--- src/autoPkg.sv ---
`default_nettype none

package autoPkg;

  localparam int WordW     = 16;
  localparam int AddrW     = 8;
  localparam int MemDepth  = 256;
  localparam int NumSport  = 2;
  localparam int NumAutoCh = 4;                     // T0, R0, T1, R1 in stealSrcT order

  typedef enum logic [2:0] {
    SrcT0,
    SrcR0,
    SrcT1,
    SrcR1,
    SrcDma,
    SrcBdma,
    SrcNone
  } stealSrcT;

  typedef enum logic [2:0] {
    OpNone,
    OpDmRd,
    OpDmWr,
    OpPmRd,
    OpPmWr
  } memOpT;

  // One bit per requestor, highest priority first
  typedef struct packed {
    logic t0;
    logic r0;
    logic t1;
    logic r1;
    logic dma;
    logic bdma;
  } stealReqT;

  typedef struct packed {
    logic [AddrW-1:0] base;
    logic [AddrW-1:0] len;
  } circCfgT;

  typedef struct packed {
    memOpT            op;
    logic [AddrW-1:0] addr;
    logic [WordW-1:0] wrData;
  } dmaCmdT;

endpackage

`default_nettype wire
--- src/sportAutoBuf.sv ---
`timescale 1ns/1ps
`default_nettype none

module sportAutoBuf (
  input  logic                               DSPCLK,
  input  logic                               RST,
  input  logic [autoPkg::NumSport-1:0]       rxStrobe,
  input  logic [autoPkg::WordW-1:0]          rxWord [autoPkg::NumSport],
  input  logic [autoPkg::NumSport-1:0]       txTake,
  input  logic [autoPkg::NumSport-1:0]       autoEn,
  input  autoPkg::stealReqT                  ack,
  input  logic [autoPkg::WordW-1:0]          rdData,
  output autoPkg::stealReqT                  req,
  output logic [autoPkg::WordW-1:0]          rxHold [autoPkg::NumSport],
  output logic [autoPkg::WordW-1:0]          txWord [autoPkg::NumSport],
  output logic [autoPkg::NumSport-1:0]       rxOverrun
);
  import autoPkg::*;

  logic [NumSport-1:0] rReq;
  logic [NumSport-1:0] tReq;
  logic [NumSport-1:0] rAck;
  logic [NumSport-1:0] tAck;
  logic [NumSport-1:0] rxLoad;
  logic [NumSport-1:0] txLoad;

  assign rAck = {ack.r1, ack.r0};
  assign tAck = {ack.t1, ack.t0};

  assign rxLoad = rxStrobe & autoEn;                // Strobes are ignored while autobuffering is off
  assign txLoad = txTake & autoEn;

  assign req = '{
    t0:   tReq[0],
    r0:   rReq[0],
    t1:   tReq[1],
    r1:   rReq[1],
    dma:  1'b0,
    bdma: 1'b0
  };

  always_ff @(posedge DSPCLK or posedge RST)
  begin
    if (RST)
    begin
      rReq      <= '0;
      tReq      <= '0;
      rxOverrun <= '0;
    end
    else
    begin
      for (int p = 0; p < NumSport; p++)
      begin
        if (rxLoad[p])
        begin
          rReq[p] <= 1'b1;
          // Word still waiting for its cycle gets overwritten
          if (rReq[p] && !rAck[p])
            rxOverrun[p] <= 1'b1;
        end
        else if (rAck[p])
        begin
          rReq[p] <= 1'b0;
        end

        if (txLoad[p])
          tReq[p] <= 1'b1;
        else if (tAck[p])
          tReq[p] <= 1'b0;
      end
    end
  end

  always_ff @(posedge DSPCLK)
  begin
    for (int p = 0; p < NumSport; p++)
    begin
      if (rxLoad[p])
        rxHold[p] <= rxWord[p];
      if (tAck[p])
        txWord[p] <= rdData;                        // Read data is valid in the acknowledge cycle
    end
  end

  noAckWithoutReq: assert property (
    @(posedge DSPCLK) disable iff (RST)
    ((rAck & ~rReq) == '0) && ((tAck & ~tReq) == '0)
  ) else $error("sportAutoBuf: acknowledge for a serial request that is low");

endmodule

`default_nettype wire

--- config.mk ---
export PLATFORM = sky130hd
export DESIGN_NAME = sportAutoBuf
export DESIGN_NICKNAME = d
export VERILOG_FILES = /design/src/autoPkg.sv /design/src/sportAutoBuf.sv
export SDC_FILE = /design/constraint.sdc
export NUM_CORES = 1
export LEC_CHECK = 0
export ABC_AREA = 1
export BUFFER_PORTS_ARGS = -buffer_cell sky130_fd_sc_hd__buf_2
export CAP_MARGIN = 20
export CELL_PAD_IN_SITES_DETAIL_PLACEMENT = 0
export CELL_PAD_IN_SITES_GLOBAL_PLACEMENT = 1
export CORE_ASPECT_RATIO = 0.7
export CORE_UTILIZATION = 33
export DETAILED_ROUTE_END_ITERATION = 12
export GPL_ROUTABILITY_DRIVEN = 0
export PLACE_DENSITY = 0.85
export SLEW_MARGIN = 20
export SYNTH_ARGS = -nofsm -noshare
export SYNTH_HDL_FRONTEND = slang
export SYNTH_SLANG_ARGS = --single-unit
--- constraint.sdc ---
create_clock -name DSPCLK -period 0.9 [get_ports DSPCLK]
set_input_delay 0.18 -clock DSPCLK [delete_from_list [all_inputs] [get_ports DSPCLK]]
set_output_delay 0.18 -clock DSPCLK [all_outputs]
set_load 0.005 [all_outputs]
# Word level (Yosys, flattened, before mapping)
# Cells that the tools add are included.
# totals
reg_bits	70
wordCells	30
input_bits	62
output_inout_bits	72
# op_classes
n_bitwise	2
muxes	8
reduce_logical	10
# op_table
cell	n
$mux 1	8
$reduce_bool 2->1	4
$and 2x2->2	2
$reduce_and 2->1	2
$logic_and 1x1->1	2
$logic_not 1->1	2

# Longest topological paths before layout
# logic_depth
word_depth	3
mapped_depth	4
mapped_depth_nobuf	4

# Worst setup path before layout
# Ideal clock, no wire load.
# synth_path
path_kind	input to register
start	input port rxStrobe[1] (netlist name)
end	register rxHold[0] (netlist name), enable pin
path_buffers	0
arrival_ns	0.443
required_ns	0.570
path_slack_ns	0.127
stages	2
setup_ns	0.330
cell_sequence	nand2_1 -> inv_2
# synth_via
elab_chain_cells	1
# synth_lines
item	line	source
from (decl)	sportAutoBuf.sv:7	input logic [autoPkg::NumSport-1:0] rxStrobe,
$and 2x2->2	sportAutoBuf.sv:30	assign rxLoad = rxStrobe & autoEn;
via rxLoad[1]	sportAutoBuf.sv:24	logic [NumSport-1:0] rxLoad;
to (signal, indexed assignment)	sportAutoBuf.sv:79	rxHold[p] <= rxWord[p];
to (decl)	sportAutoBuf.sv:14	output logic [autoPkg::WordW-1:0] rxHold [autoPkg::NumSport],
# The timed path passes the listed nets, and every way through them passes these cells.
# A chain may end at the register's enable or synchronous reset.

# Worst setup path after layout
# layout_path
start	register rxHold[20] (netlist name)
end	output port rxHold[20] (netlist name)
# No word-level cell between the ends.

==> flow_summary.yaml <==
worst_setup_path:
  crit_path_start_kind: "flop"
  cp_data_arrival_time_ps: 860
  r2r-end: "rxOverrun[0]$_DFFE_PP0P_"
  crit_type: "flop to primary output"
  reg2reg_from: "rReq[0]$_DFFE_PP0P_"
  crit_family: "flip-flops"
  worstPathMaxFanout: 1
  cpMaxStageDelayCell: "edfxtp_1"
  cp_num_cells: 1
  worstPathCellList: "buf_2"
  critical_path_required_ps: 720
  critPathCaptureType: "primary output"
  crit_path_start: "rxHold[20]$_DFFE_PP_"
  critPathMaxStageDelay_ps: 390
  endpoint: "rxHold[20]"
  rrSetupSlack_ps: 90
  crit_buf_inv: 1
  r2r_cells: 5
placement:
  numPortBuffers: 129
  dp_slack_ps: 37.76
  dp_cells: 306
  dp_hpwl_um: 3426
floorplan:
  core_um2: 6306
  fp.dieW_um: 99.19
  die_y_um: 70.04
  io_pins: 134
  rows: 24
  initial_core_util_pct: 34.60
  dieArea_um2: 6947
layout:
  final_common_cell: "buf_2"
  area_growth_pct: 55.28
  fin_nets: 322
  antenna_cells: 0
  final_cell_mix: "129 x buf_2, 64 x edfxtp_1, 19 x dlygate4sd3_1"
  instances_no_fill: 343
  layout-drive-gt1-share_pct: 57.36
sta:
  slew_viol_final: 0
  final-setup-viol-count: 70
  final.setup.tns_ps: -7518
  max_freq_ghz: 0.9610
  holdWs_ps: 21.69
  hold_violations: 0
  fin_skew_ps: 0.3826
  rsz0062_at_grt: "true"
  worst_slack_ps: -140.5
  period_share_pct: 115.6
  min_period_ps: 1041
routing:
  avgViaCountPerCell: 4.175
  wl_met2_um: 2527
  wirelength_um: 4786
  drt_first_pass_iters: 4
  dr_wl_met3_um: 276
  drt_iter0_markers: 33
  drtAntennaViolNets: 0
  dr.max_layer_used: "met4"
  wl_per_cell_um: 13.95
  drc: 0
  wl_met1_um: 1904
  vias: 1432
logic_synthesis:
  syn_inst: 96
  synth_mux_area_share_pct: 0
  yosysUniqueCellTypes: 9
  syn_area_um2: 2182
  synth-compound-area-share_pct: 0.9174
  synth_top_family_by_area: "buffers and inverters"
  synth_area_leaders: "edfxtp_1 88%, dfrtp_1 6.9%, nand2_1 1.4%"
  synth.largest_area_cell: "edfxtp_1"
  synth_simple_gate_area_share_pct: 1.720
  syn_avg_cell_area_um2: 22.73
  synth_top_area_share_pct: 88.07
  synth_xor_area_share_pct: 0
  synth_seq_area_share_pct: 94.95
  ys_ff_latch: 70
  ys_warn_count: 0
  synthAdderAreaFrac_pct: 0
global_routing:
  grt_overflow: 0
  grt_antenna_before_repair: 0
  grt_pass1_wl_um: 7127
  grt_pass1_vias: 1433
  grt_use_total_pct: 14.44
  grt_max_degree: 18
status:
  status: "finished with violations"
  violations: "negative setup slack"
clocking:
  clock_latency_ps: 330
  root_buffer: "clkbuf_8"
  cts_resized: 0
  htree_levels: 3
  cts_tree: "built"
  cts.sinks: 70
  numCtsBuffers: 9
  cts_buffer_depth: 2
  path_clk_slew_ps: 70
power_and_ir_drop:
  peakVddDrop_mv: 1.085
  power_density_nw_per_um2: 2014
  leakage_nw: 1.488
  power.total_mw: 6.826
flow_run:
  drv_cap: 0
worst_hold_path:
  min_path_cells: 1
  min_path_type: "input pin to flop"
cell usage after synthesis, drive strengths merged:
master / n
o21ai: 4
buf: 2
nor2: 2
inv: 9
edfxtp: 64
conb: 1
nand2: 8
dfrtp: 6
state kept, by name, summed over array words and instances (netlist names):
name / flops
rReq: 2
rxHold: 32
txWord: 32
tReq: 2
rxOverrun: 2
worst min path at each step:
stage,startpoint,endpoint
after detailed placement,RST,rReq[1]$_DFFE_PP0P_
after global routing,rxWord[4],rxHold[4]$_DFFE_PP_
after CTS,rxWord[22],rxHold[22]$_DFFE_PP_
after floorplan,RST,rReq[0]$_DFFE_PP0P_
final,rxWord[26],rxHold[26]$_DFFE_PP_
after global placement,RST,rReq[1]$_DFFE_PP0P_
layer usage:
layer / track usage (%) / up-vias
met5: 0 / -
met4: 6.863 / 0
met3: 6.106 / 8
met2: 24.32 / 59
met1: 15.87 / 682
li1: - / 683
what timing repair did:
item                                   CTS  global route
endpoints found under the hold margin   18             6
setup buffers                            1             1
setup endpoints to repair               70            70
hold buffers                            13             6
stage by stage:
step | instance area [um2] | utilization (%)
3_3_place_gp | 2994 | 47.48
6_report | 3388 | 53.73
5_1_grt | 3388 | 53.73
4_1_cts | 3321 | 52.66
2_1_floorplan | 2186 | -
3_5_place_dp | 2994 | 47.48
cell type report:
cell class / instances / area [um2]
Fill cell: 521 / 2918
Sequential cell: 70 / 2072
Timing Repair Buffer: 154 / 930.9
Clock buffer: 9 / 123.9
Tap cell: 78 / 97.59
Multi-Input combinational cell: 16 / 65.06
Clock inverter: 7 / 65.06
Inverter: 9 / 33.78
power by group:
group	leakage (nW)	internal [mW]	switching [mW]	total [mW]
Combinational	0.712	0.334	0.258	0.592
Clock	0.0964	1.26	1.11	2.37
Sequential	0.680	3.81	0.0573	3.86
Total	1.49	5.40	1.43	6.83
cell families after synthesis:
kind of cell	after synthesis
other	1
AO/OA/AOI/OAI	4
AND/OR/NAND/NOR	10
flip-flops	70
buffers and inverters	11
No activity file was read; power rests on OpenSTA's default activity.
