[config.mk]
export PLATFORM = sky130hd
export DESIGN_NAME = stealCtl
export DESIGN_NICKNAME = d
export VERILOG_FILES = /design/src/autoPkg.sv /design/src/stealCtl.sv
export SDC_FILE = /design/constraint.sdc
export NUM_CORES = 1
export LEC_CHECK = 0
export ABC_AREA = 1
export ABC_CLOCK_PERIOD_IN_PS = 2200
export BUFFER_PORTS_ARGS = -buffer_cell sky130_fd_sc_hd__buf_2
export CORE_ASPECT_RATIO = 0.9
export CORE_UTILIZATION = 38
export CTS_BUF_LIST = sky130_fd_sc_hd__clkbuf_4
export CTS_CLUSTER_SIZE = 16
export DETAILED_ROUTE_END_ITERATION = 10
export PLACE_DENSITY = 0.95
export SYNTH_ARGS = -nofsm -noshare
export SYNTH_HDL_FRONTEND = slang
export SYNTH_SLANG_ARGS = --single-unit
[constraint.sdc]
create_clock -name DSPCLK -period 2.2 [get_ports DSPCLK]
set_clock_uncertainty 0.05 [all_clocks]
set_input_delay 0.11 -clock DSPCLK [delete_from_list [all_inputs] [get_ports DSPCLK]]
set_output_delay 0.11 -clock DSPCLK [all_outputs]
set_load 0.01 [all_outputs]
[src/autoPkg.sv]
`default_nettype none

package autoPkg;

  localparam int WordW     = 16;
  localparam int AddrW     = 8;
  localparam int MemDepth  = 256;
  localparam int NumSport  = 2;
  localparam int NumAutoCh = 4;                     // T0, R0, T1, R1 in stealSrcT order

  typedef enum logic [2:0] {
    SrcT0,
    SrcR0,
    SrcT1,
    SrcR1,
    SrcDma,
    SrcBdma,
    SrcNone
  } stealSrcT;

  typedef enum logic [2:0] {
    OpNone,
    OpDmRd,
    OpDmWr,
    OpPmRd,
    OpPmWr
  } memOpT;

  // One bit per requestor, highest priority first
  typedef struct packed {
    logic t0;
    logic r0;
    logic t1;
    logic r1;
    logic dma;
    logic bdma;
  } stealReqT;

  typedef struct packed {
    logic [AddrW-1:0] base;
    logic [AddrW-1:0] len;
  } circCfgT;

  typedef struct packed {
    memOpT            op;
    logic [AddrW-1:0] addr;
    logic [WordW-1:0] wrData;
  } dmaCmdT;

endpackage

`default_nettype wire
[src/stealCtl.sv]
`timescale 1ns/1ps
`default_nettype none

module stealCtl (
  input  logic                         DSPCLK,
  input  logic                         RST,
  input  autoPkg::stealReqT            req,
  input  logic                         goEx,
  input  logic                         stby,
  input  logic                         boot,
  input  logic                         iceStop,
  input  autoPkg::dmaCmdT              dmaCmd,
  input  autoPkg::dmaCmdT              bdmaCmd,
  input  logic [autoPkg::WordW-1:0]    rxHold [autoPkg::NumSport],
  output logic                         sreq,
  output logic                         steal,
  output autoPkg::stealReqT            ack,
  output autoPkg::stealSrcT            winner,
  output autoPkg::memOpT               memOp,
  output logic [autoPkg::WordW-1:0]    wrData
);
  import autoPkg::*;

  stealReqT                   live;
  stealReqT                   ackNext;
  logic                       goSpt;
  logic                       winEn;
  memOpT                      winOp;
  logic [$bits(stealReqT)-1:0] ackBits;

  // A source with its acknowledge high sits out this cycle
  always_comb
  begin
    live.t0   = req.t0 & ~iceStop & ~ack.t0;
    live.r0   = req.r0 & ~iceStop & ~ack.r0;
    live.t1   = req.t1 & ~iceStop & ~ack.t1;
    live.r1   = req.r1 & ~iceStop & ~ack.r1;
    live.dma  = req.dma & ~ack.dma;
    live.bdma = req.bdma & ~iceStop & ~ack.bdma;
  end

  assign goSpt = goEx | steal | stby;
  assign sreq  = (|live) & (goSpt | boot);

  always_comb
  begin
    if (live.t0)
      winner = SrcT0;
    else if (live.r0)
      winner = SrcR0;
    else if (live.t1)
      winner = SrcT1;
    else if (live.r1)
      winner = SrcR1;
    else if (live.dma)
      winner = SrcDma;
    else if (live.bdma)
      winner = SrcBdma;
    else
      winner = SrcNone;
  end

  always_comb
  begin
    winEn   = 1'b0;
    winOp   = OpNone;
    wrData  = '0;
    ackNext = '0;
    case (winner)
      SrcT0:   begin winEn = goSpt; winOp = OpDmRd; ackNext.t0 = 1'b1; end
      SrcR0:   begin winEn = goSpt; winOp = OpDmWr; ackNext.r0 = 1'b1; wrData = rxHold[0]; end
      SrcT1:   begin winEn = goSpt; winOp = OpDmRd; ackNext.t1 = 1'b1; end
      SrcR1:   begin winEn = goSpt; winOp = OpDmWr; ackNext.r1 = 1'b1; wrData = rxHold[1]; end
      SrcDma:
      begin
        winEn       = goSpt | boot | iceStop;       // Host DMA keeps running under emulation stop
        winOp       = dmaCmd.op;
        wrData      = dmaCmd.wrData;
        ackNext.dma = 1'b1;
      end
      SrcBdma:
      begin
        winEn        = goSpt | boot;
        winOp        = bdmaCmd.op;
        wrData       = bdmaCmd.wrData;
        ackNext.bdma = 1'b1;
      end
      default: ;
    endcase
    if (!winEn)
      ackNext = '0;
  end

  assign memOp = winEn ? winOp : OpNone;

  always_ff @(posedge DSPCLK or posedge RST)
  begin
    if (RST)
    begin
      steal <= 1'b0;
      ack   <= '0;
    end
    else
    begin
      steal <= sreq;
      ack   <= ackNext;                             // Every set bit drops again on the next edge
    end
  end

  assign ackBits = ack;

  ackOneHot: assert property (
    @(posedge DSPCLK) disable iff (RST) $onehot0(ackBits)
  ) else $error("stealCtl: more than one acknowledge high");

  ackPulse: assert property (
    @(posedge DSPCLK) disable iff (RST) (|ackBits) |=> ((ackBits & $past(ackBits)) == '0)
  ) else $error("stealCtl: acknowledge held for two cycles");

endmodule

`default_nettype wire

# ---- Word-level counts from Yosys, hierarchy flattened
# Index checks and enable logic that the tools add are counted.
dict set report totals {
  input_bits 98
  n_memories 0
  regBits 7
  ramBits 0
  romBits 0
  latch_bits 0
}
dict set report op_classes {
  n_reduce_logical 5
  n_addsub 0
  n_bitwise 23
  div 0
  shifts 0
  magnitude_cmp 0
  n_mul 0
  mux 17
  n_eq_ne 5
}
# cell count
set op_table {}
lappend op_table {{16-bit case mux with 4 select lines} 1}
lappend op_table {{3-bit two-way mux} 5}
lappend op_table {{1-bit AND} 12}
lappend op_table {{3-bit case mux with 4 select lines} 1}
lappend op_table {{1-bit inverter} 7}
lappend op_table {{3-bit by 2-bit equality test with 1-bit output, second input constant} 2}
lappend op_table {{3-bit equality test, second input constant} 2}
lappend op_table {{1-bit two-way mux} 6}
lappend op_table {{6-bit two-way mux} 1}
lappend op_table {{6-bit OR reduction} 1}
lappend op_table {{2-bit two-way mux} 2}
lappend op_table {{1-bit OR} 4}
lappend op_table {{2-bit OR reduction} 2}
lappend op_table {{4-bit OR reduction} 1}
lappend op_table {{3-bit by 1-bit equality test with 1-bit output, second input constant} 1}
lappend op_table {{3-bit logical NOT} 1}
lappend op_table {{1-bit case mux with 3 select lines} 1}

# ---- Logic depth before layout (Yosys ltp)
dict set report depth {
  word_depth 13
  mapped_depth 12
}

# ---- Least setup slack after synthesis
# No wires, ideal clock.
dict set report synth_path {
  kind {reg2out}
  from {register ack[3] in the netlist's numbering}
  to {output wrData[3] in the netlist's numbering}
  slack_ns 0.638
  required_time_ns 2.040
  arrival_time_ns 1.402
  stages_incl_launch_ff 13
  path_cell_list {dfrtp_1 inv_1 nand3_2 nand2_1 inv_2 nand2_4 inv_2 nor2_4 nand3_4 buf_6 nor2_1 nor2_1 nand2_1}
}
dict set report synth_between {
  elab_chain_len 7
  elab_cells_between_ends 10
  cone_classes {4 x eq/ne; 4 x mux; 2 x bitwise}
}
# element line
set synth_lines {}
lappend synth_lines {{start: declaration} stealCtl.sv:17} ;# output autoPkg::stealReqT ack,
lappend synth_lines {{start signal: assignment} stealCtl.sv:106} ;# ack <= ackNext;
lappend synth_lines {{1-bit inverter (*)} stealCtl.sv:36} ;# live.t1 = req.t1 & ~iceStop & ~ack.t1;
lappend synth_lines {{1-bit AND (*)} stealCtl.sv:36}
lappend synth_lines {{3-bit two-way mux (*)} stealCtl.sv:51} ;# else if (live.t1)
lappend synth_lines {{3-bit two-way mux (*)} stealCtl.sv:49} ;# else if (live.r0)
lappend synth_lines {{3-bit two-way mux (*)} stealCtl.sv:47} ;# if (live.t0)
lappend synth_lines {{named net winner[1]} stealCtl.sv:18} ;# output autoPkg::stealSrcT winner,
lappend synth_lines {{3-bit equality test, or another cell as far along} stealCtl.sv:69} ;# case (winner)
lappend synth_lines {{16-bit case mux with 4 select lines (*)} stealCtl.sv:69}
lappend synth_lines {{end: declaration} stealCtl.sv:20} ;# output logic [autoPkg::WordW-1:0] wrData
# Mark *: on every way through the listed nets, which the timed path passes. The rest lies on a longest branch.

# ---- Worst setup path after layout
dict set report layout_path {
  from {register ack[0] in the netlist's numbering}
  to {output wrData[10] in the netlist's numbering}
}
dict set report layout_between {
  elab_chain_len 10
  elab_cells_between_ends 13
  cone_classes {4 x eq/ne; 7 x mux; 2 x bitwise}
}
# element line
set layout_lines {}
lappend layout_lines {{1-bit inverter (*)} stealCtl.sv:39} ;# live.bdma = req.bdma & ~iceStop & ~ack.bdma;
lappend layout_lines {{1-bit AND (*)} stealCtl.sv:39}
lappend layout_lines {{2-bit two-way mux (*)} stealCtl.sv:57} ;# else if (live.bdma)
lappend layout_lines {{2-bit two-way mux (*)} stealCtl.sv:55} ;# else if (live.dma)
lappend layout_lines {{3-bit two-way mux (*)} stealCtl.sv:53} ;# else if (live.r1)
lappend layout_lines {{3-bit two-way mux (*)} stealCtl.sv:51}
lappend layout_lines {{3-bit two-way mux (*)} stealCtl.sv:49}
lappend layout_lines {{3-bit two-way mux (*)} stealCtl.sv:47}
lappend layout_lines {{3-bit equality test, or another cell as far along} stealCtl.sv:69}
lappend layout_lines {{16-bit case mux with 4 select lines (*)} stealCtl.sv:69}
# Every way passes the cells marked *; elsewhere a longest branch is shown, timed or not.

==> summary.txt <==
DR pass1 iterations -> 4
Total Wirelength -> 3390 um
Die ar. -> 3300 sq um
Port Buf Inserts -> 111
Critical Path RT -> 2040 ps
Congestion Overflow GR -> 0
post-synthesis mux area share -> 0%
largest net degree at the start of global routing -> 18
CTS Buf Count -> 3
element type at the critical path end -> output port
Total GRT Usage -> 20.1%
Setup WS post-layout -> 172 ps
Synth cell types -> 20
Final Hold Vio Count -> 0
total negative slack -> 0 ps
Post-Layout Inst Area -> 1800 sq um
Avg Cell Area, Syn -> 5.23 sq um
Synth Area in Adders -> 0%
clock sinks -> 7
most frequent CP cell -> nand2_1
status -> finished, final reports clean
nets@finish -> 436
number of routed nets with antenna violations -> 0
CP cell instances -> nor2_1 > nand3_1 > nand2_1 > nand2_1 > nand2_4 > nand2_2 > nand2_2 > inv_2 > a21oi_1 > nand2_1 > buf_2
worst slack, placed -> 373 ps
Seq cells post-synth -> 7
DR vias/cell -> 4.24
min Tclk post-route -> 2030 ps
final period utilization -> 92.2%
xor-xnor portion of the synthesized cell area -> 0%
RSZ-0062 raised after global routing -> no
Clock transition at path regs -> 50 ps
critical path class -> reg2out
Row Count -> 18
Fmax -> 0.493 GHz
placed instance area -> 1730 sq um
crit path max fanout -> 15
Chip Height -> 54.6 um
Ys Warns -> 0
CP startpoint kind -> register
# diodes -> 0
critical path's top delay family -> simple AND/OR/NAND/NOR gates
Clock Latency Late Sink -> 260 ps
Compound-Gate Fraction of Synth Area -> 8.57%
simple-gate share of the synthesized area -> 51.7%
Worst slew margin -> 80.5%
Core Box Area -> 2840 sq um
initial antenna violation count -> 0
Max Cap Violations -> 0
# setup viols final -> 0
fillers -> 277
vias in the first global route -> 1234
largest family of logic cells by synthesized area -> simple AND/OR/NAND/NOR gates
sequential share of the synthesized area -> 15.0%
Power Dens Cells -> 378 nW/um^2
max-slew violations -> 0
worst slew pin tran -> 293 ps
Syn Std Cell Area -> 1170 sq um
Peak supply drop -> 0.174 mV
WL/cell -> 8.99 um
Lkg Pwr -> 0.00132 uW
crit path DAT -> 1870 ps
Final Wtd Congestion -> 0.809
biggest cell delay along the critical path -> 370 ps
chip width -> 60.4 um
Buf/Inv on CP -> 2
TritonCTS clock tree -> yes
fraction of layout cells with a size suffix above 1 -> 40.1%
Synthesized Nets -> 321
initial drt markers -> 40
hold crit path type -> in2reg
clk root buf -> clkbuf_4
Area Overhead vs Synth -> 53.9%
clock buffer depth -> 2
Max stage delay cell, worst path -> dfrtp_1
htree depth -> 1
global-route wire length before repair -> 4910 um
Initial Utilization -> 41.1%
I/O pins -> 128
Mapped Cells -> 223
HPWL after DPL -> 2710 um
via count -> 1599
DRC -> 0
power breakdown:
group	switching [uW]	internal (uW)	leakage, uW
Clock	50.1	81.7	0.0000184
Combinational	232	172	0.00121
Sequential	4.81	140	0.0000911
Total	287	393	0.00132
cell families (layout without fill, tap and decap cells):
family	count (synthesis)	after routing
buffers and inverters	70	184
AOI/OAI and AO/OA	20	20
and+or+nand+nor	126	126
DFF	7	7
routing by layer:
layer	wire length, um	track usage (%)
met1	1380	23.0
met2	1710	37.0
met3	219	0.946
met4	77	12.1
met5	0	0
synth_stat cells:
master	n	area [sq um]
a21oi_1	19	95.1
buf_2	1	5.00
buf_6	3	33.8
dfrtp_1	7	175
inv_1	62	233
inv_2	3	11.3
inv_4	1	6.26
nand2_1	32	120
nand2_2	3	18.8
nand2_4	3	33.8
nand3_1	7	35.0
nand3_2	3	30.0
nand3_4	2	35.0
nand3b_4	1	20.0
nand4_1	1	6.26
nor2_1	71	267
nor2_4	1	11.3
nor2_8	1	20.0
o21ai_0	1	5.00
or3_1	1	6.26
worst min-delay path: stages:
cell	delay [ps]
buf_2	70
nor2_1	70
nor2_1	100
final timing paths:
check	start	to	slack, ps	cells after the start
worst max-delay path	ack[0]	wrData[10]	170	11
worst min-delay path	boot	ack[0]	80	3
worst max register to register	steal	ack[3]	580	7
worst min register to register	steal	ack[0]	650	3
max in group asynchronous	RST	steal	1620	3
min in group asynchronous	RST	ack[4]	270	3
layout by cell type (no fill, tap or decap):
master         instances
a21oi_1               19
buf_2                111
buf_4                  2
clkbuf_4               4
dfrtp_1                7
dlygate4sd3_1          1
inv_1                 62
inv_2                  3
inv_4                  1
nand2_1               32
nand2_2                3
nand2_4                3
nand3_1                7
nand3_2                2
nand3_4                3
nand3b_4               1
nand4_1                1
nor2_1                71
nor2_4                 1
nor2_8                 1
o21ai_0                1
or3_1                  1
area by class of cell:
type | instances | area (sq um) | area share [%]
multi-input combinational | 146 | 711 | 39.6
timing repair buffer | 114 | 581 | 32.3
inverter | 66 | 250 | 13.9
sequential | 7 | 175 | 9.75
tap | 40 | 50.0 | 2.79
clock buffer | 4 | 30.0 | 1.67
timing repair:
action	in CTS	in global routing
endpoints found under the setup margin	0	18
setup buffers	0	2
hold endpoints to repair	7	0
hold buffers	1	0
resized for setup	0	1
metrics by stage:
step / hold slack (ps) / std cells / power [uW] / util (%)
after floorplan: -137 / 223 / 387 / -
after global placement: -6.29 / 370 / 538 / 61.1
after detailed placement: 0.0753 / 370 / 544 / 61.1
after CTS: 84.4 / 375 / 677 / 62.5
after global routing: 143 / 377 / 737 / 63.3
final: 82.9 / 377 / 680 / 63.3
registers in the layout, summed over array words and instances, names as in the netlist:
name,flops
steal,1
ack,6
Power figures use the tool's default switching activity.
