`src/autoPkg.sv`:
```
`default_nettype none

package autoPkg;

  localparam int WordW     = 16;
  localparam int AddrW     = 8;
  localparam int MemDepth  = 256;
  localparam int NumSport  = 2;
  localparam int NumAutoCh = 4;                     // T0, R0, T1, R1 in stealSrcT order

  typedef enum logic [2:0] {
    SrcT0,
    SrcR0,
    SrcT1,
    SrcR1,
    SrcDma,
    SrcBdma,
    SrcNone
  } stealSrcT;

  typedef enum logic [2:0] {
    OpNone,
    OpDmRd,
    OpDmWr,
    OpPmRd,
    OpPmWr
  } memOpT;

  // One bit per requestor, highest priority first
  typedef struct packed {
    logic t0;
    logic r0;
    logic t1;
    logic r1;
    logic dma;
    logic bdma;
  } stealReqT;

  typedef struct packed {
    logic [AddrW-1:0] base;
    logic [AddrW-1:0] len;
  } circCfgT;

  typedef struct packed {
    memOpT            op;
    logic [AddrW-1:0] addr;
    logic [WordW-1:0] wrData;
  } dmaCmdT;

endpackage

`default_nettype wire
```
`src/autoAddrGen.sv`:
```
`timescale 1ns/1ps
`default_nettype none

module autoAddrGen (
  input  logic                      DSPCLK,
  input  logic                      RST,
  input  autoPkg::circCfgT          cfg [autoPkg::NumAutoCh],
  input  autoPkg::stealSrcT         winner,
  input  autoPkg::memOpT            memOp,
  input  autoPkg::dmaCmdT           dmaCmd,
  input  autoPkg::dmaCmdT           bdmaCmd,
  output logic [autoPkg::AddrW-1:0] addr
);
  import autoPkg::*;

  logic [AddrW-1:0] idx [NumAutoCh];
  logic [1:0]       ch;
  logic             isAuto;
  logic [AddrW:0]   incIdx;
  logic [AddrW-1:0] nextIdx;

  assign isAuto = winner inside {SrcT0, SrcR0, SrcT1, SrcR1};
  assign ch     = winner[1:0];                      // Autobuffer sources encode their channel

  // One extra bit so an index of 255 still compares against the length
  assign incIdx  = {1'b0, idx[ch]} + 1'b1;
  assign nextIdx = (incIdx >= {1'b0, cfg[ch].len}) ? '0 : incIdx[AddrW-1:0];

  always_comb
  begin
    case (winner)
      SrcDma:  addr = dmaCmd.addr;
      SrcBdma: addr = bdmaCmd.addr;
      default: addr = isAuto ? cfg[ch].base + idx[ch] : '0;
    endcase
  end

  always_ff @(posedge DSPCLK or posedge RST)
  begin
    if (RST)
    begin
      for (int i = 0; i < NumAutoCh; i++)
        idx[i] <= '0;
    end
    else if (isAuto && memOp != OpNone)
    begin
      idx[ch] <= nextIdx;                           // Advance together with the stolen cycle
    end
  end

  for (genvar g = 0; g < NumAutoCh; g++)
  begin : gIdxChk
    idxInRange: assert property (
      @(posedge DSPCLK) disable iff (RST)
      (cfg[g].len != '0) |-> (idx[g] < cfg[g].len)
    ) else $error("autoAddrGen: channel %0d index beyond its length", g);
  end

endmodule

`default_nettype wire

```
`config.mk`:
```
export PLATFORM = sky130hd
export DESIGN_NAME = autoAddrGen
export DESIGN_NICKNAME = d
export VERILOG_FILES = /design/src/autoPkg.sv /design/src/autoAddrGen.sv
export SDC_FILE = /design/constraint.sdc
export NUM_CORES = 1
export LEC_CHECK = 0
export ABC_AREA = 1
export BUFFER_PORTS_ARGS = -buffer_cell sky130_fd_sc_hd__buf_2
export CORE_ASPECT_RATIO = 0.75
export CORE_MARGIN = 2
export CORE_UTILIZATION = 45
export CTS_CLUSTER_DIAMETER = 200
export DETAILED_ROUTE_END_ITERATION = 10
export GPL_TIMING_DRIVEN = 0
export PLACE_DENSITY = 0.88
export REMOVE_ABC_BUFFERS = 1
export SYNTH_ARGS = -nofsm -noshare
export SYNTH_HDL_FRONTEND = slang
export SYNTH_SLANG_ARGS = --single-unit
```
`constraint.sdc`:
```
create_clock -name DSPCLK -period 6.2 [get_ports DSPCLK]
set_clock_uncertainty 0.05 [all_clocks]
set_input_delay 1.24 -clock DSPCLK [delete_from_list [all_inputs] [get_ports DSPCLK]]
set_output_delay 1.24 -clock DSPCLK [all_outputs]
set_load 0.01 [all_outputs]
```
### Yosys cells after proc, flatten, opt, wreduce, memory -nomap -nowiden

Cells that the tools add are included.

| storage, ports and cells | value |
|---|---|
| memories kept | 0 |
| bits in latches | 0 |
| output and inout port bits | 8 |
| bits of input ports | 126 |
| memory bits (writable) | 0 |
| memory bits (read-only) | 0 |
| register bits | 32 |

| operators by class | value |
|---|---|
| add/subtract/negate cells | 2 |
| bitwise gates (word level) | 1 |
| $mul | 0 |
| magnitude comparators | 3 |
| muxes and demuxes | 12 |
| shift operators | 0 |
| reductions and logical operators | 5 |
| equal/unequal tests | 5 |
| div/mod/pow operators | 0 |

Operators with widths:

| operator | count |
|---|---|
| two-way mux 8 bit | 5 |
| binary-select mux 16 bit (select 2 bit) | 1 |
| bitwise mux 32 bit | 1 |
| two-way mux 16 bit | 2 |
| binary-select mux 8 bit (select 2 bit) | 1 |
| demux 8 bit (select 2 bit) | 1 |
| one-hot mux 8 bit (2 select lines) | 1 |
| adder 8 x 1 -> 9 bit, second input constant | 1 |
| >= comparator 9 x 8 -> 1 bit | 1 |
| adder 8 bit | 1 |
| equality test 3 x 2 -> 1 bit, second input constant | 2 |
| equality test 3 bit, second input constant | 2 |
| nonzero test 4 bit | 1 |
| equality test 3 x 1 -> 1 bit, second input constant | 1 |
| >= comparator 3 bit, second input constant | 1 |
| logical NOT 3 bit | 1 |
| < comparator 3 x 1 -> 1 bit, second input constant | 1 |
| inverter 2 -> 3 bit | 1 |
| nonzero test 3 bit | 1 |
| logical AND 1 bit | 2 |

### Longest topological paths before layout

Gate-level depths: netlist (run 1).

| logic depth | value |
|---|---|
| depth after elaboration | 8 |
| depth in mapped cells | 23 |
| depth with buffers taken out | 20 |

### Worst setup path after synthesis (run 1)

Ideal clock, no wire load.

| timing path | value |
|---|---|
| kind | input port to output port |
| start | in winner[1] |
| end | out addr[6] (netlist name) |
| slack | 1.526 ns |
| required time | 4.910 ns |
| stages on the path | 19 |
| arrival time | 3.384 ns |
| cells stage by stage | buf_6 > inv_1 > buf_4 > nand2_2 > inv_1 > clkbuf_1 > a22oi_1 > nand3_1 > ha_1 > fa_1 > nand3_1 > nand3_1 > nand2_1 > nand2_1 > nand2_1 > nand2_1 > a21oi_1 > o21ai_0 > nand2_1 |

| on the way | value |
|---|---|
| cells in the longest elaborated chain, start to end | 7 |

Ends and longest elaborated chain:

| element | line | text |
|---|---|---|
| start: declaration | autoAddrGen.sv:8 | `input autoPkg::stealSrcT winner,` |
| inverter 2 -> 3 bit (not written as such) | autoAddrGen.sv:34 | `default: addr = isAuto ? cfg[ch].base + idx[ch] : '0;` |
| binary-select mux 16 bit (select 2 bit) / binary-select mux 8 bit (select 2 bit) (equally long branches) | autoAddrGen.sv:34 |  |
| two-way mux 16 bit (not written as such) / two-way mux 8 bit (equally long branches) (2 in series) | autoAddrGen.sv:34 |  |
| adder 8 bit | autoAddrGen.sv:34 |  |
| two-way mux 8 bit | autoAddrGen.sv:34 |  |
| one-hot mux 8 bit (2 select lines) * | autoAddrGen.sv:31 | `case (winner)` |
| end: declaration | autoAddrGen.sv:12 | `output logic [autoPkg::AddrW-1:0] addr` |

Mark *: on every way between the ends. The rest lies on a longest branch, timed or not. The select of a mux whose other input is x is not followed.

### Final worst setup path (run 1)

| timing path | value |
|---|---|
| start | in winner[0] |
| end | out addr[6] (netlist name) |

Same word-level chain as after synthesis.

==> results by stage, run 1 <==
Yosys:
- The number of unique standard cell types used by synthesis is 31.
- The cell area that synthesis handed to floorplanning was 2880 um^2.
- After synthesis, the mean cell area works out to 6.36 um^2.
- The commonest cells after synthesis are sky130_fd_sc_hd__nand2_1 (210), sky130_fd_sc_hd__nand3_1 (45), sky130_fd_sc_hd__inv_1 (35).
- The largest area contributor in the netlist is sky130_fd_sc_hd__dfrtp_1.
- The number of synthesis warnings is 0.
- Counting flops with a built-in enable in the synthesized netlist gives 0.
- For this run, the leading register cell type out of synthesis is sky130_fd_sc_hd__dfrtp_1.
- Of the post-synthesis cell area, the dominant cell type holds between 20% and 30%.
- The dominant cell by count in the synthesized netlist is sky130_fd_sc_hd__nand2_1.
- By area the synthesized netlist is led by sky130_fd_sc_hd__dfrtp_1 (28%), sky130_fd_sc_hd__nand2_1 (27%), sky130_fd_sc_hd__nand3_1 (7.8%).
- Sequential cells were found to cover around 28% of the synthesized design area.
- The number of instances in the synthesized netlist is about 450.
- The async set-reset flop share out of synthesis is between 90% and 100%.
- The number of register bits inferred by synthesis is 32.

Drt:
- For this run, the detailed router's first-pass iteration total came to 6.
- The post-detailed-route count of antenna-violating nets is 0.
- The routed design has between 8000 and 9000 um of wire.
- The residual DRC count is 0.
- The first routing iteration left between 300 and 400 violations.
- The average detailed-routed wire length per instance is 14.4 um.
- Summing over every cut layer, the via total after detailed routing is 3,475.
- After detailed routing, the number of vias per cell comes to roughly 5.6.

Run status:
- The flow ran to the end, and the final reports show no timing, DRC or antenna violations.

Die:
- The boundary pin count is 134.
- The vertical die dimension is roughly 73 um.
- The effective utilization at floorplan is between 40% and 50%.
- The die covers 7070 um^2.
- In this run the horizontal extent of the chip is around 96 um.
- The core outline area is around 6300 um^2.
- The total number of placement rows is 25.

Clock network:
- Once the clock tree was built, the setup fixing pass inserted 0 buffers.
- In this run, post-CTS hold repair placed 0 buffers.
- The clock latency on the worst-skew pair is about 0.28 ns.
- The number of instances resized during post-cts repair is 0.
- The H-tree was split into 2 levels.
- The total clock sinks is 32.
- The maximum count of clock buffers along a single path is 2.
- The CTS tree is done.
- The clock tree root driver cell is sky130_fd_sc_hd__clkbuf_8.
- The total CTS buffers is 5.
- The clock slew at the register clock pins of the worst setup and hold paths is 0.06 ns.

Timing:
- The worst pin sits at a relative slew slack of 38.0%.
- The setup slack after layout is around 0.65 ns.
- The transition time of the tightest slew-check pin is 0.928 ns.
- The setup total negative slack is 0 ns.
- Setup repair after global routing left no endpoint under its margin.
- The count of final max-slew check failures is 0.
- The worst path uses between 80% and 90% of the clock period.
- The final count of hold timing violations is 0.
- The worst path needs 5.55 ns of the cycle, external delays included.
- The fmax is between 0.15 and 0.2 GHz.
- The final-report setup violation count is 0.

Placed design:
- Timing analysis after detailed placement gives a worst setup slack of between 0.4 and 0.5 ns.
- The wire-length estimate of the detail-placed layout is between 6000 and 7000 um.
- The area of placed instances is ~3400 um^2.
- The global placement routability congestion is approximately 0.89.
- Buffers placed on the I/O ports in this run total 95.

Hold path:
- The worst min-delay path class is reg2reg.

Setup path:
- By startpoint and endpoint, the worst setup path is classified as in2out.
- The data arrival time of the critical path is ~4.3 ns.
- Counting both buffers and inverters, the worst setup path holds a total of 4.
- In this design, the critical path's most frequently occurring cell is sky130_fd_sc_hd__nand2_1.
- The largest fanout on the critical path is 23.
- The worst endpoint required time is 4.91 ns.
- STA classifies the critical path startpoint as a primary input.
- The critical-path cell with the highest stage delay is sky130_fd_sc_hd__clkinv_1.
- The critical path goes through buf_2 -> nand2_1 -> clkinv_1 -> nand2_1 -> o21ai_0 -> nor2_1 -> inv_1 -> ha_1 -> fa_1 -> nand3_1 -> nand3_1 -> nand2_1 -> nand2_1 -> nand2_1 -> nand2_1 -> a21oi_1 -> o21ai_0 -> nand2_1 -> buf_2.
- The delay contributed by the slowest stage of the critical path is 0.45 ns.
- The cell family contributing the most delay on the critical path is simple AND/OR/NAND/NOR gates.
- STA classifies the critical path endpoint as a primary output.

Job:
- The max-capacitance violation count is 0.

Global route:
- The first global-routing pass estimated ~15,000 um of wire.
- The initial antenna violation count is 0.
- The number of global-route vias before repair is 3,189.
- The global route total overflow is 0.
- Entering global routing, the biggest net connects 33 pins.
- In the global route stage, overall resource usage came out at between 20% and 30%.

Power:
- In this run the static leakage power is around 2 nW.
- The worst vdd rail ir drop is ~0.16 mV.
- Dividing total power by cell area gives a power density of 221 nW/um^2.

Layout:
- In the final layout, the registers with the most flip-flops are idx x32.
- The register with the most flip-flops in the final layout is idx.
- Compared with the post-synthesis result, the final layout area differs by 21.5%.
- In the final layout, the share of cells above drive strength 1 is a little over a fifth.
- The antenna cell count is 0.
- The flip-flop count of the largest register, all copies and words added is 32.
- The number of nets in the layout is slightly below 700.
- The post-route cell area is ~3500 um^2.
final timing paths:
path,startpoint,endpoint,slack (ns),cells past startpoint
min,idx[10],idx[10],0.43,2
max in group asynchronous,RST,idx[23],4.68,3
max,winner[0],addr[6],0.65,19
min in group asynchronous,RST,idx[22],0.94,2
max reg2reg,idx[24],idx[5],2.67,16
min reg2reg,idx[10],idx[10],0.43,2
layout by cell type (no fill, tap or decap), drive strengths merged, types with 2 or more instances in the layout:
cell,synthesis,layout
clkinv,1,3
a22oi,12,12
nand3b,2,2
nand2,215,215
a221oi,7,7
nor2,26,26
nand4,5,5
inv,36,36
clkbuf,4,6
a22o,10,10
ha,17,17
nand3,45,45
o21ai,10,10
dfrtp,32,32
buf,9,96
a21oi,14,14
stage by stage:
stage	utilization [%]	power, mW	hold slack [ns]	cells
2_1_floorplan	-	0.496	0.399	440
3_3_place_gp	54.0	0.588	0.413	616
3_5_place_dp	54.0	0.605	0.416	616
4_1_cts	55.5	0.769	0.434	624
5_1_grt	56.0	0.839	0.449	625
6_report	56.0	0.775	0.430	625
cell type report:
| class | instances | area (um^2) |
|---|---|---|
| clock buffer | 6 | 82.6 |
| timing repair buffer | 96 | 503 |
| fill | 611 | 2750 |
| inverter | 37 | 139 |
| sequential | 32 | 801 |
| clock inverter | 2 | 10.0 |
| tap | 81 | 101 |
| multi-input combinational | 371 | 1870 |
worst register-to-register path, delay by kind of cell, from the launching register on:
family | cells | cell delay [ns]
simple gates | 9 | 0.89
flops | 1 | 0.38
fa+ha+maj | 2 | 0.62
buf+inv | 1 | 0.17
xor+xnor | 1 | 0.46
compound gates | 3 | 0.90
per-layer routing:
metal	vias to the layer above	share of wire, %	GRT usage, %
met4	0	1.9	8.61
li1	1661	-	-
met1	1614	44	38.6
met2	177	45	39.8
met3	23	9.1	5.54
met5	-	0	0
where the power goes:
part	switching (mW)	internal [mW]	total [mW]
combinational	0.214	0.127	0.342
clock	0.0751	0.0884	0.164
sequential	0.0223	0.248	0.270
logic make-up (layout without fill, tap and decap cells):
kind of cell / after synthesis / after routing / share of synthesized area [%]
compound gates: 56 / 56 / 13.4
xor+xnor: 2 / 2 / 0.869
fa+ha+maj: 18 / 18 / 8.08
buf+inv: 50 / 141 / 7.56
flops: 32 / 32 / 27.8
simple gates: 295 / 295 / 42.3
Power figures use the tool's default switching activity.
==> run 2: changes to the inputs <==
ABC_AREA = unset   (was 1)
CAP_MARGIN = 25   (was unset)
PLACE_DENSITY = 0.89   (was 0.88)
==> results by stage, run 2 <==
Layout:
- The top register by number of flip-flops is idx.
- Leaving out fill and tap cells, the most frequent cell in the layout is sky130_fd_sc_hd__buf_2.
- The flip-flop count of the largest register, all copies and words added is 32.
- In the final design database the tool counted 464 nets.
- The largest registers in the layout are idx x32.
- The share of cells above drive strength 1 is approximately 45%.
- For this run, the number of standard cells in the final layout without fillers is between 300 and 400.
- The layout overhead on the synthesized area is 23.8%.
- In the layout the commonest cells are sky130_fd_sc_hd__buf_2 (95), sky130_fd_sc_hd__dfrtp_1 (32), sky130_fd_sc_hd__mux2_2 (20).
- The repair_antennas step left the layout with diodes totalling 0.
- Counting the fill cells in the layout gives approximately 480.

Drt:
- In the final routed layout, each cell accounts on average for 17.0 um.
- The sum of met3 wire segment lengths after detailed routing is about 540 um.
- The routed length on met1 is 2760 um.
- Detailed routing placed a total of 3450 um of wire on met2.
- The detailed router placed about 2.3k vias in this run.
- The count of routing violations after the opening detailed-route iteration is roughly 130.
- The top routing layer in use is met4.
- The first-pass detailed-route iteration total is 4.
- Using the TritonRoute via totals, the vias-per-cell ratio works out to approximately 5.7.
- The post-detailed-route count of antenna-violating nets is 0.
- The total detailed-routing wirelength is ~6800 um.
- The residual DRC count is 0.

Timing:
- The shortest period the worst path allows is around 5.7 ns.
- Setup repair after global routing left no endpoint under its margin.
- The final critical path takes up about nine tenths of the cycle.
- The final-report setup violation count is 0.
- Once routing completed, OpenROAD measured the worst setup slack at roughly 0.53 ns.
- Headroom to the max-slew limit came out at between 40% and 50%.
- Based on the critical path, the design can be clocked at up to around 0.18 GHz.
- The transition time of the tightest slew-check pin is 0.851 ns.
- The final count of hold timing violations is 0.
- After routing, the total negative slack on setup checks comes to 0 ns.
- The count of final max-slew check failures is 0.

Global route:
- After global routing the overflow that remains totals 0.
- The total routing resource utilization after global routing is 20.5%.
- The first global-routing pass estimated approximately 11,000 um of wire.
- Entering global routing, the biggest net connects 38 pins.
- The initial antenna violation count came to 0.
- The number of global-route vias before repair is approximately 2.4k.

Yosys:
- The count of flip-flops with a built-in enable after synthesis is 0.
- The synthesized design spends more area on one cell type than any other, namely sky130_fd_sc_hd__dfrtp_1.
- By area the synthesized netlist is led by sky130_fd_sc_hd__dfrtp_1 (30%), sky130_fd_sc_hd__mux4_2 (15%), sky130_fd_sc_hd__mux2_2 (8.4%).
- The number of synthesis warnings is 0.
- By count the netlist is led by sky130_fd_sc_hd__dfrtp_1 (32), sky130_fd_sc_hd__mux2_2 (20), sky130_fd_sc_hd__mux4_2 (18).
- In this run, synthesis produced a sequential element count of 32.
- The top cell type by area accounts for around 30% of the synthesized area.
- The area of the mapped netlist is 2690 um^2.
- sky130_fd_sc_hd__dfrtp_1 is the most common cell in the netlist.
- The number of unique standard cell types used by synthesis is 48.
- Of all flip-flops after synthesis, the portion carrying an async set or reset was 100%.
- The leading register cell type out of synthesis is sky130_fd_sc_hd__dfrtp_1.
- The number of instances in the synthesized netlist is roughly 230.
- The share of the Yosys chip area taken by registers is 29.8%.
- A synthesized cell averages between 10 and 15 um^2.

Clock network:
- CTS placed an instance of sky130_fd_sc_hd__clkbuf_8 at the clock tree root.
- The maximum count of clock buffers along a single path is 2.
- The CTS tree is done.
- The count of hold buffers inserted by post-cts repair is 0.
- The later pin in the worst-skew pair is clocked with a latency of approximately 0.28 ns.
- The CTS H-tree depth is 2.
- Once the clock tree was built, the setup fixing pass inserted 0 buffers.
- The tree built by TritonCTS fans out to 32 sinks.
- The total CTS buffers is 5.
- Gates resized during post-CTS repair numbered 0.
- Clock-pin slew was measured on the worst setup and hold paths at about 0.06 ns.

Setup path:
- The largest fanout on the critical path is 23.
- The worst endpoint required time is around 4.9 ns.
- Data on the critical path arrives at its endpoint at between 4 and 5 ns.
- The worst setup path is captured at a primary output.
- The element type at the critical path start is a primary input.
- The type of the setup path with the least slack is in2out.

Run status:
- The flow ran to the end, and the final reports show no timing, DRC or antenna violations.

Placed design:
- Detailed placement finished with a half-perimeter wire length of 5350 um.
- The congestion estimate from routability-driven global placement came to roughly 0.87.
- At the placement stage, the worst setup path has a slack of 0.315 ns.
- During placement, the flow inserted port buffers numbering 95.
- Counting tap cells, the placed design contains a total of roughly 400 instances.

Hold path:
- In this run the worst hold path is classified as reg2reg.

Die:
- From left edge to right edge, the die measures between 90 and 100 um.
- The boundary pin count is between 100 and 150.
- The effective utilization at floorplan is 46.4%.
- Row generation in the floorplan step produced 24 rows.
- The overall die area is ~6600 um^2.
- The vertical die dimension is 70.9 um.
- The core outline area is 5800 um^2.

Power:
- The static power due to leakage is 1.65 nW.
- Across the VDD grid, the largest voltage drop is about 0.15 mV.
- The total power is around 920 uW.
- For this design the ratio of total power to cell area is around 280 nW/um^2.

Job:
- The max-capacitance violation count is 0.
run 2: power breakdown:
part / leakage [nW] / internal, mW / switching (mW)
Clock: 0.0455 / 0.0904 / 0.0714
Sequential: 0.420 / 0.264 / 0.0272
Combinational: 1.18 / 0.234 / 0.232
Total: 1.65 / 0.588 / 0.331
run 2: worst paths after layout:
path / start / endpoint / slack, ns / cells past startpoint
max: winner[0] / addr[6] / 0.53 / 11
min: idx[14] / idx[14] / 0.43 / 2
max reg2reg: idx[16] / idx[26] / 2.22 / 11
min reg2reg: idx[14] / idx[14] / 0.43 / 2
max in group asynchronous: RST / idx[0] / 4.61 / 3
min in group asynchronous: RST / idx[19] / 0.98 / 2
run 2: stage by stage:
step	util, %	area [um^2]	hold WS (ns)
floorplan	-	2610	0.390
global placement	54.9	3180	0.401
detailed placement	55.4	3210	0.422
CTS	56.9	3300	0.436
global route	57.4	3320	0.448
finish	57.4	3320	0.433
run 2: routing by layer:
layer	global-route usage [%]	vias up
li1	-	1077
met1	24.3	1121
met2	37.6	84
met3	4.79	5
met4	5.23	0
met5	0	-
run 2: area by class of cell:
type | count | area (um^2) | area share (%)
inverters | 15 | 56.3 | 1.69
repair buffers | 98 | 528 | 15.9
multi-input cells | 168 | 1750 | 52.7
well taps | 78 | 97.6 | 2.94
clock buffers | 8 | 90.1 | 2.71
flip-flops and latches | 32 | 801 | 24.1
run 2: cells by family after synthesis:
logic type / synth area share (%)
mux: 32.3
simple gates: 10.0
compound gates: 10.6
flops: 29.8
buf+inv: 4.98
fa+ha+maj: 8.66
xor+xnor: 3.59
run 2: critical path, stage by stage:
cell,delay [ns]
sky130_fd_sc_hd__buf_2,0.39
sky130_fd_sc_hd__buf_12,0.25
sky130_fd_sc_hd__mux4_1,0.74
sky130_fd_sc_hd__ha_1,0.28
sky130_fd_sc_hd__fa_1,0.41
sky130_fd_sc_hd__a21o_1,0.17
sky130_fd_sc_hd__a21oi_1,0.24
sky130_fd_sc_hd__o21a_1,0.17
sky130_fd_sc_hd__o21ai_0,0.08
sky130_fd_sc_hd__a211o_1,0.25
sky130_fd_sc_hd__buf_2,0.14
==> run 3: changes to the inputs <==
CORE_ASPECT_RATIO = unset   (was 0.75)
==> results by stage, run 3 (synthesis gave the netlist of run 2 again) <==
Run status:
- The flow ran to the end, and the final reports show no timing, DRC or antenna violations.

Clock network:
- The clock latency on the worst-skew pair is between 0.2 and 0.3 ns.
- The number of post-CTS setup repair buffers is 0.
- The H-tree was split into 2 levels.
- The number of instances resized during post-cts repair is 0.
- Counting every sink on the clock net gives 32.
- In this run, post-CTS hold repair placed 0 buffers.
- The total CTS buffers is 5.
- The CTS tree is done.
- The cell sitting at the root of the clock tree is a sky130_fd_sc_hd__clkbuf_8.
- After clock tree synthesis, the clock-pin slew on the worst setup and hold paths is roughly 0.07 ns.
- The maximum count of clock buffers along a single path is 2.

Drt:
- In this run the remaining antenna-violating nets after routing total 0.
- The residual DRC count is 0.
- The first-pass detailed-route iteration total is 4.
- Dividing the detail-routed wire length by the instance count gives 16.1 um.
- Summed over all layers, the routed wires come to roughly 6400 um.
- The total via count after detailed routing is between 2k and 2.5k.
- Using the TritonRoute via totals, the vias-per-cell ratio works out to between 5 and 6.
- The first routing iteration left approximately 100 violations.

Die:
- For this configuration, the core starts out at a cell density of between 40% and 50%.
- The floorplan step set the die width to 81.3 um.
- After floorplanning, the core was divided into 28 placement rows.
- The vertical die dimension is just over 80 um.
- The boundary pin count is around 130.
- The floorplan step defined a die boundary enclosing 6600 um^2.
- The core outline area is 5850 um^2.

Power:
- The total power is around 950 uW.
- For this design the static power due to leakage is around 1.7 nW.
- IR analysis of the VDD net gives a maximum drop of roughly 0.14 mV.
- The power per cell area is ~290 nW/um^2.

Placed design:
- In this run the cell area measured after placement is 3210 um^2.
- The count of placed standard cells including taps is 387.
- The global placement routability congestion is a little over 0.8.
- The count of buffers added on input and output ports is between 90 and 100.
- The half-perimeter wire length of the detailed placement result is between 4000 and 5000 um.

Layout:
- The largest registers in the layout are idx x32.
- In the layout the commonest cells are sky130_fd_sc_hd__buf_2 (96), sky130_fd_sc_hd__dfrtp_1 (32), sky130_fd_sc_hd__mux2_2 (20).
- At the end of the flow, the number of nets in the layout was approximately 460.
- The register with the most flip-flops in the layout has 32 of them.
- The number of antenna diodes in the final layout is 0.
- Leaving out fill and tap cells, the most frequent cell in the layout is sky130_fd_sc_hd__buf_2.
- idx holds more flip-flops than any other register.
- The area growth from synthesis to layout is 24.3%.
- Of the cells placed in the final design, the portion with a size suffix greater than 1 is between 40 and 50%.
- After routing the design area is ~3300 um^2.
- Once layout is complete, the cells apart from fillers number 396.

Setup path:
- The number of buffers and inverters on the critical path is 3.
- In this design, the critical path's most frequently occurring cell is sky130_fd_sc_hd__buf_2.
- The critical-path cell with the highest stage delay is sky130_fd_sc_hd__mux4_1.
- STA puts the critical path data arrival time at 4.11 ns.
- Walking the worst path, the cells encountered are buf_2 -> buf_12 -> mux4_1 -> ha_1 -> fa_1 -> a21o_1 -> a21oi_1 -> o21a_1 -> o21ai_0 -> a211o_1 -> buf_2.
- By startpoint and endpoint, the worst setup path is classified as in2out.
- On the worst path, the slowest cell contributes a delay of 0.74 ns.
- Of all nets on the critical path, the largest fanout is 35.
- The worst endpoint required time is around 4.9 ns.
- The worst setup path is launched from a primary input.
- Grouping stages by cell kind, the critical path spends the most delay in compound AO/OA/AOI/OAI gates.
- The worst setup path is captured at a primary output.

Global route:
- The number of global-route vias before repair is between 2k and 2.5k.
- The initial antenna violation count is 0.
- The met2 usage is between 30% and 40%.
- The first-pass GRT wire length is between 9000 and 10,000 um.
- The global routing met3 resource utilization is between 4 and 5%.
- The total routing resource utilization after global routing is between 10% and 20%.
- The global routing met1 resource utilization is a little over a fifth.
- The global route total overflow is 0.
- The pin count of the biggest net entering global routing is 38.
- met2 is the most crowded layer.

Timing:
- The final period utilization is between 80 and 90%.
- Setup repair after global routing left no endpoint under its margin.
- The count of final max-slew check failures is 0.
- The final-report setup violation count is 0.
- The setup total negative slack is 0 ns.
- The worst pin sits at a relative slew slack of 44.6%.
- For the pin with the worst max-slew slack, the measured transition is between 0.8 and 0.9 ns.
- Timing would allow up to approximately 0.19 GHz.
- The shortest period the worst path allows is approximately 5.4 ns.
- The final count of hold timing violations is 0.

Hold path:
- The worst min-delay path class is reg2reg.

Job:
- The tool flagged a number of max-cap violations equal to 0.
run 3: power by group:
group | switching (mW) | internal, mW
logic | 0.228 | 0.235
registers | 0.0280 | 0.264
clock network | 0.0785 | 0.119
total | 0.335 | 0.618
run 3: path summary, 6_finish.rpt:
check / to / start / cells after the start / slack [ns]
max: addr[6] / winner[0] / 11 / 0.80
min: idx[14] / idx[14] / 2 / 0.43
max reg2reg: idx[27] / idx[17] / 11 / 2.09
min reg2reg: idx[14] / idx[14] / 2 / 0.43
max in group asynchronous: idx[12] / RST / 3 / 4.70
min in group asynchronous: idx[16] / RST / 2 / 0.92
run 3: routing by layer:
layer	up-vias	wire length, um
li1	1083	-
met1	1101	2360
met2	85	3450
met3	12	481
met4	0	97
met5	-	0
run 3: cell type report:
type,instances,area (um^2)
timing repair buffer,98,528
multi-input combinational,168,1750
clock inverter,2,35.0
tap,75,93.8
sequential,32,801
clock buffer,6,72.6
fill,468,2510
inverter,15,56.3
run 3: stage by stage:
| stage | setup WS [ns] | hold slack, ns | util (%) |
|---|---|---|---|
| 2_1_floorplan | 1.54 | 0.390 | - |
| 3_3_place_gp | 0.351 | 0.403 | 54.3 |
| 3_5_place_dp | 0.310 | 0.414 | 54.9 |
| 4_1_cts | 0.312 | 0.429 | 56.7 |
| 5_1_grt | 0.629 | 0.454 | 57.1 |
| 6_report | 0.795 | 0.428 | 57.1 |
run 3: worst register-to-register path, stage by stage, from the launching register on:
cell                        delay (ns)
sky130_fd_sc_hd__dfrtp_1          0.37
sky130_fd_sc_hd__mux4_1           0.67
sky130_fd_sc_hd__ha_1             0.30
sky130_fd_sc_hd__nand4_1          0.10
sky130_fd_sc_hd__xor2_1           0.47
sky130_fd_sc_hd__inv_1            0.10
sky130_fd_sc_hd__ha_1             0.34
sky130_fd_sc_hd__a21o_1           0.17
sky130_fd_sc_hd__a2bb2oi_1        0.19
sky130_fd_sc_hd__o31ai_1          0.23
sky130_fd_sc_hd__nor4b_1          0.75
sky130_fd_sc_hd__mux2_2           0.30
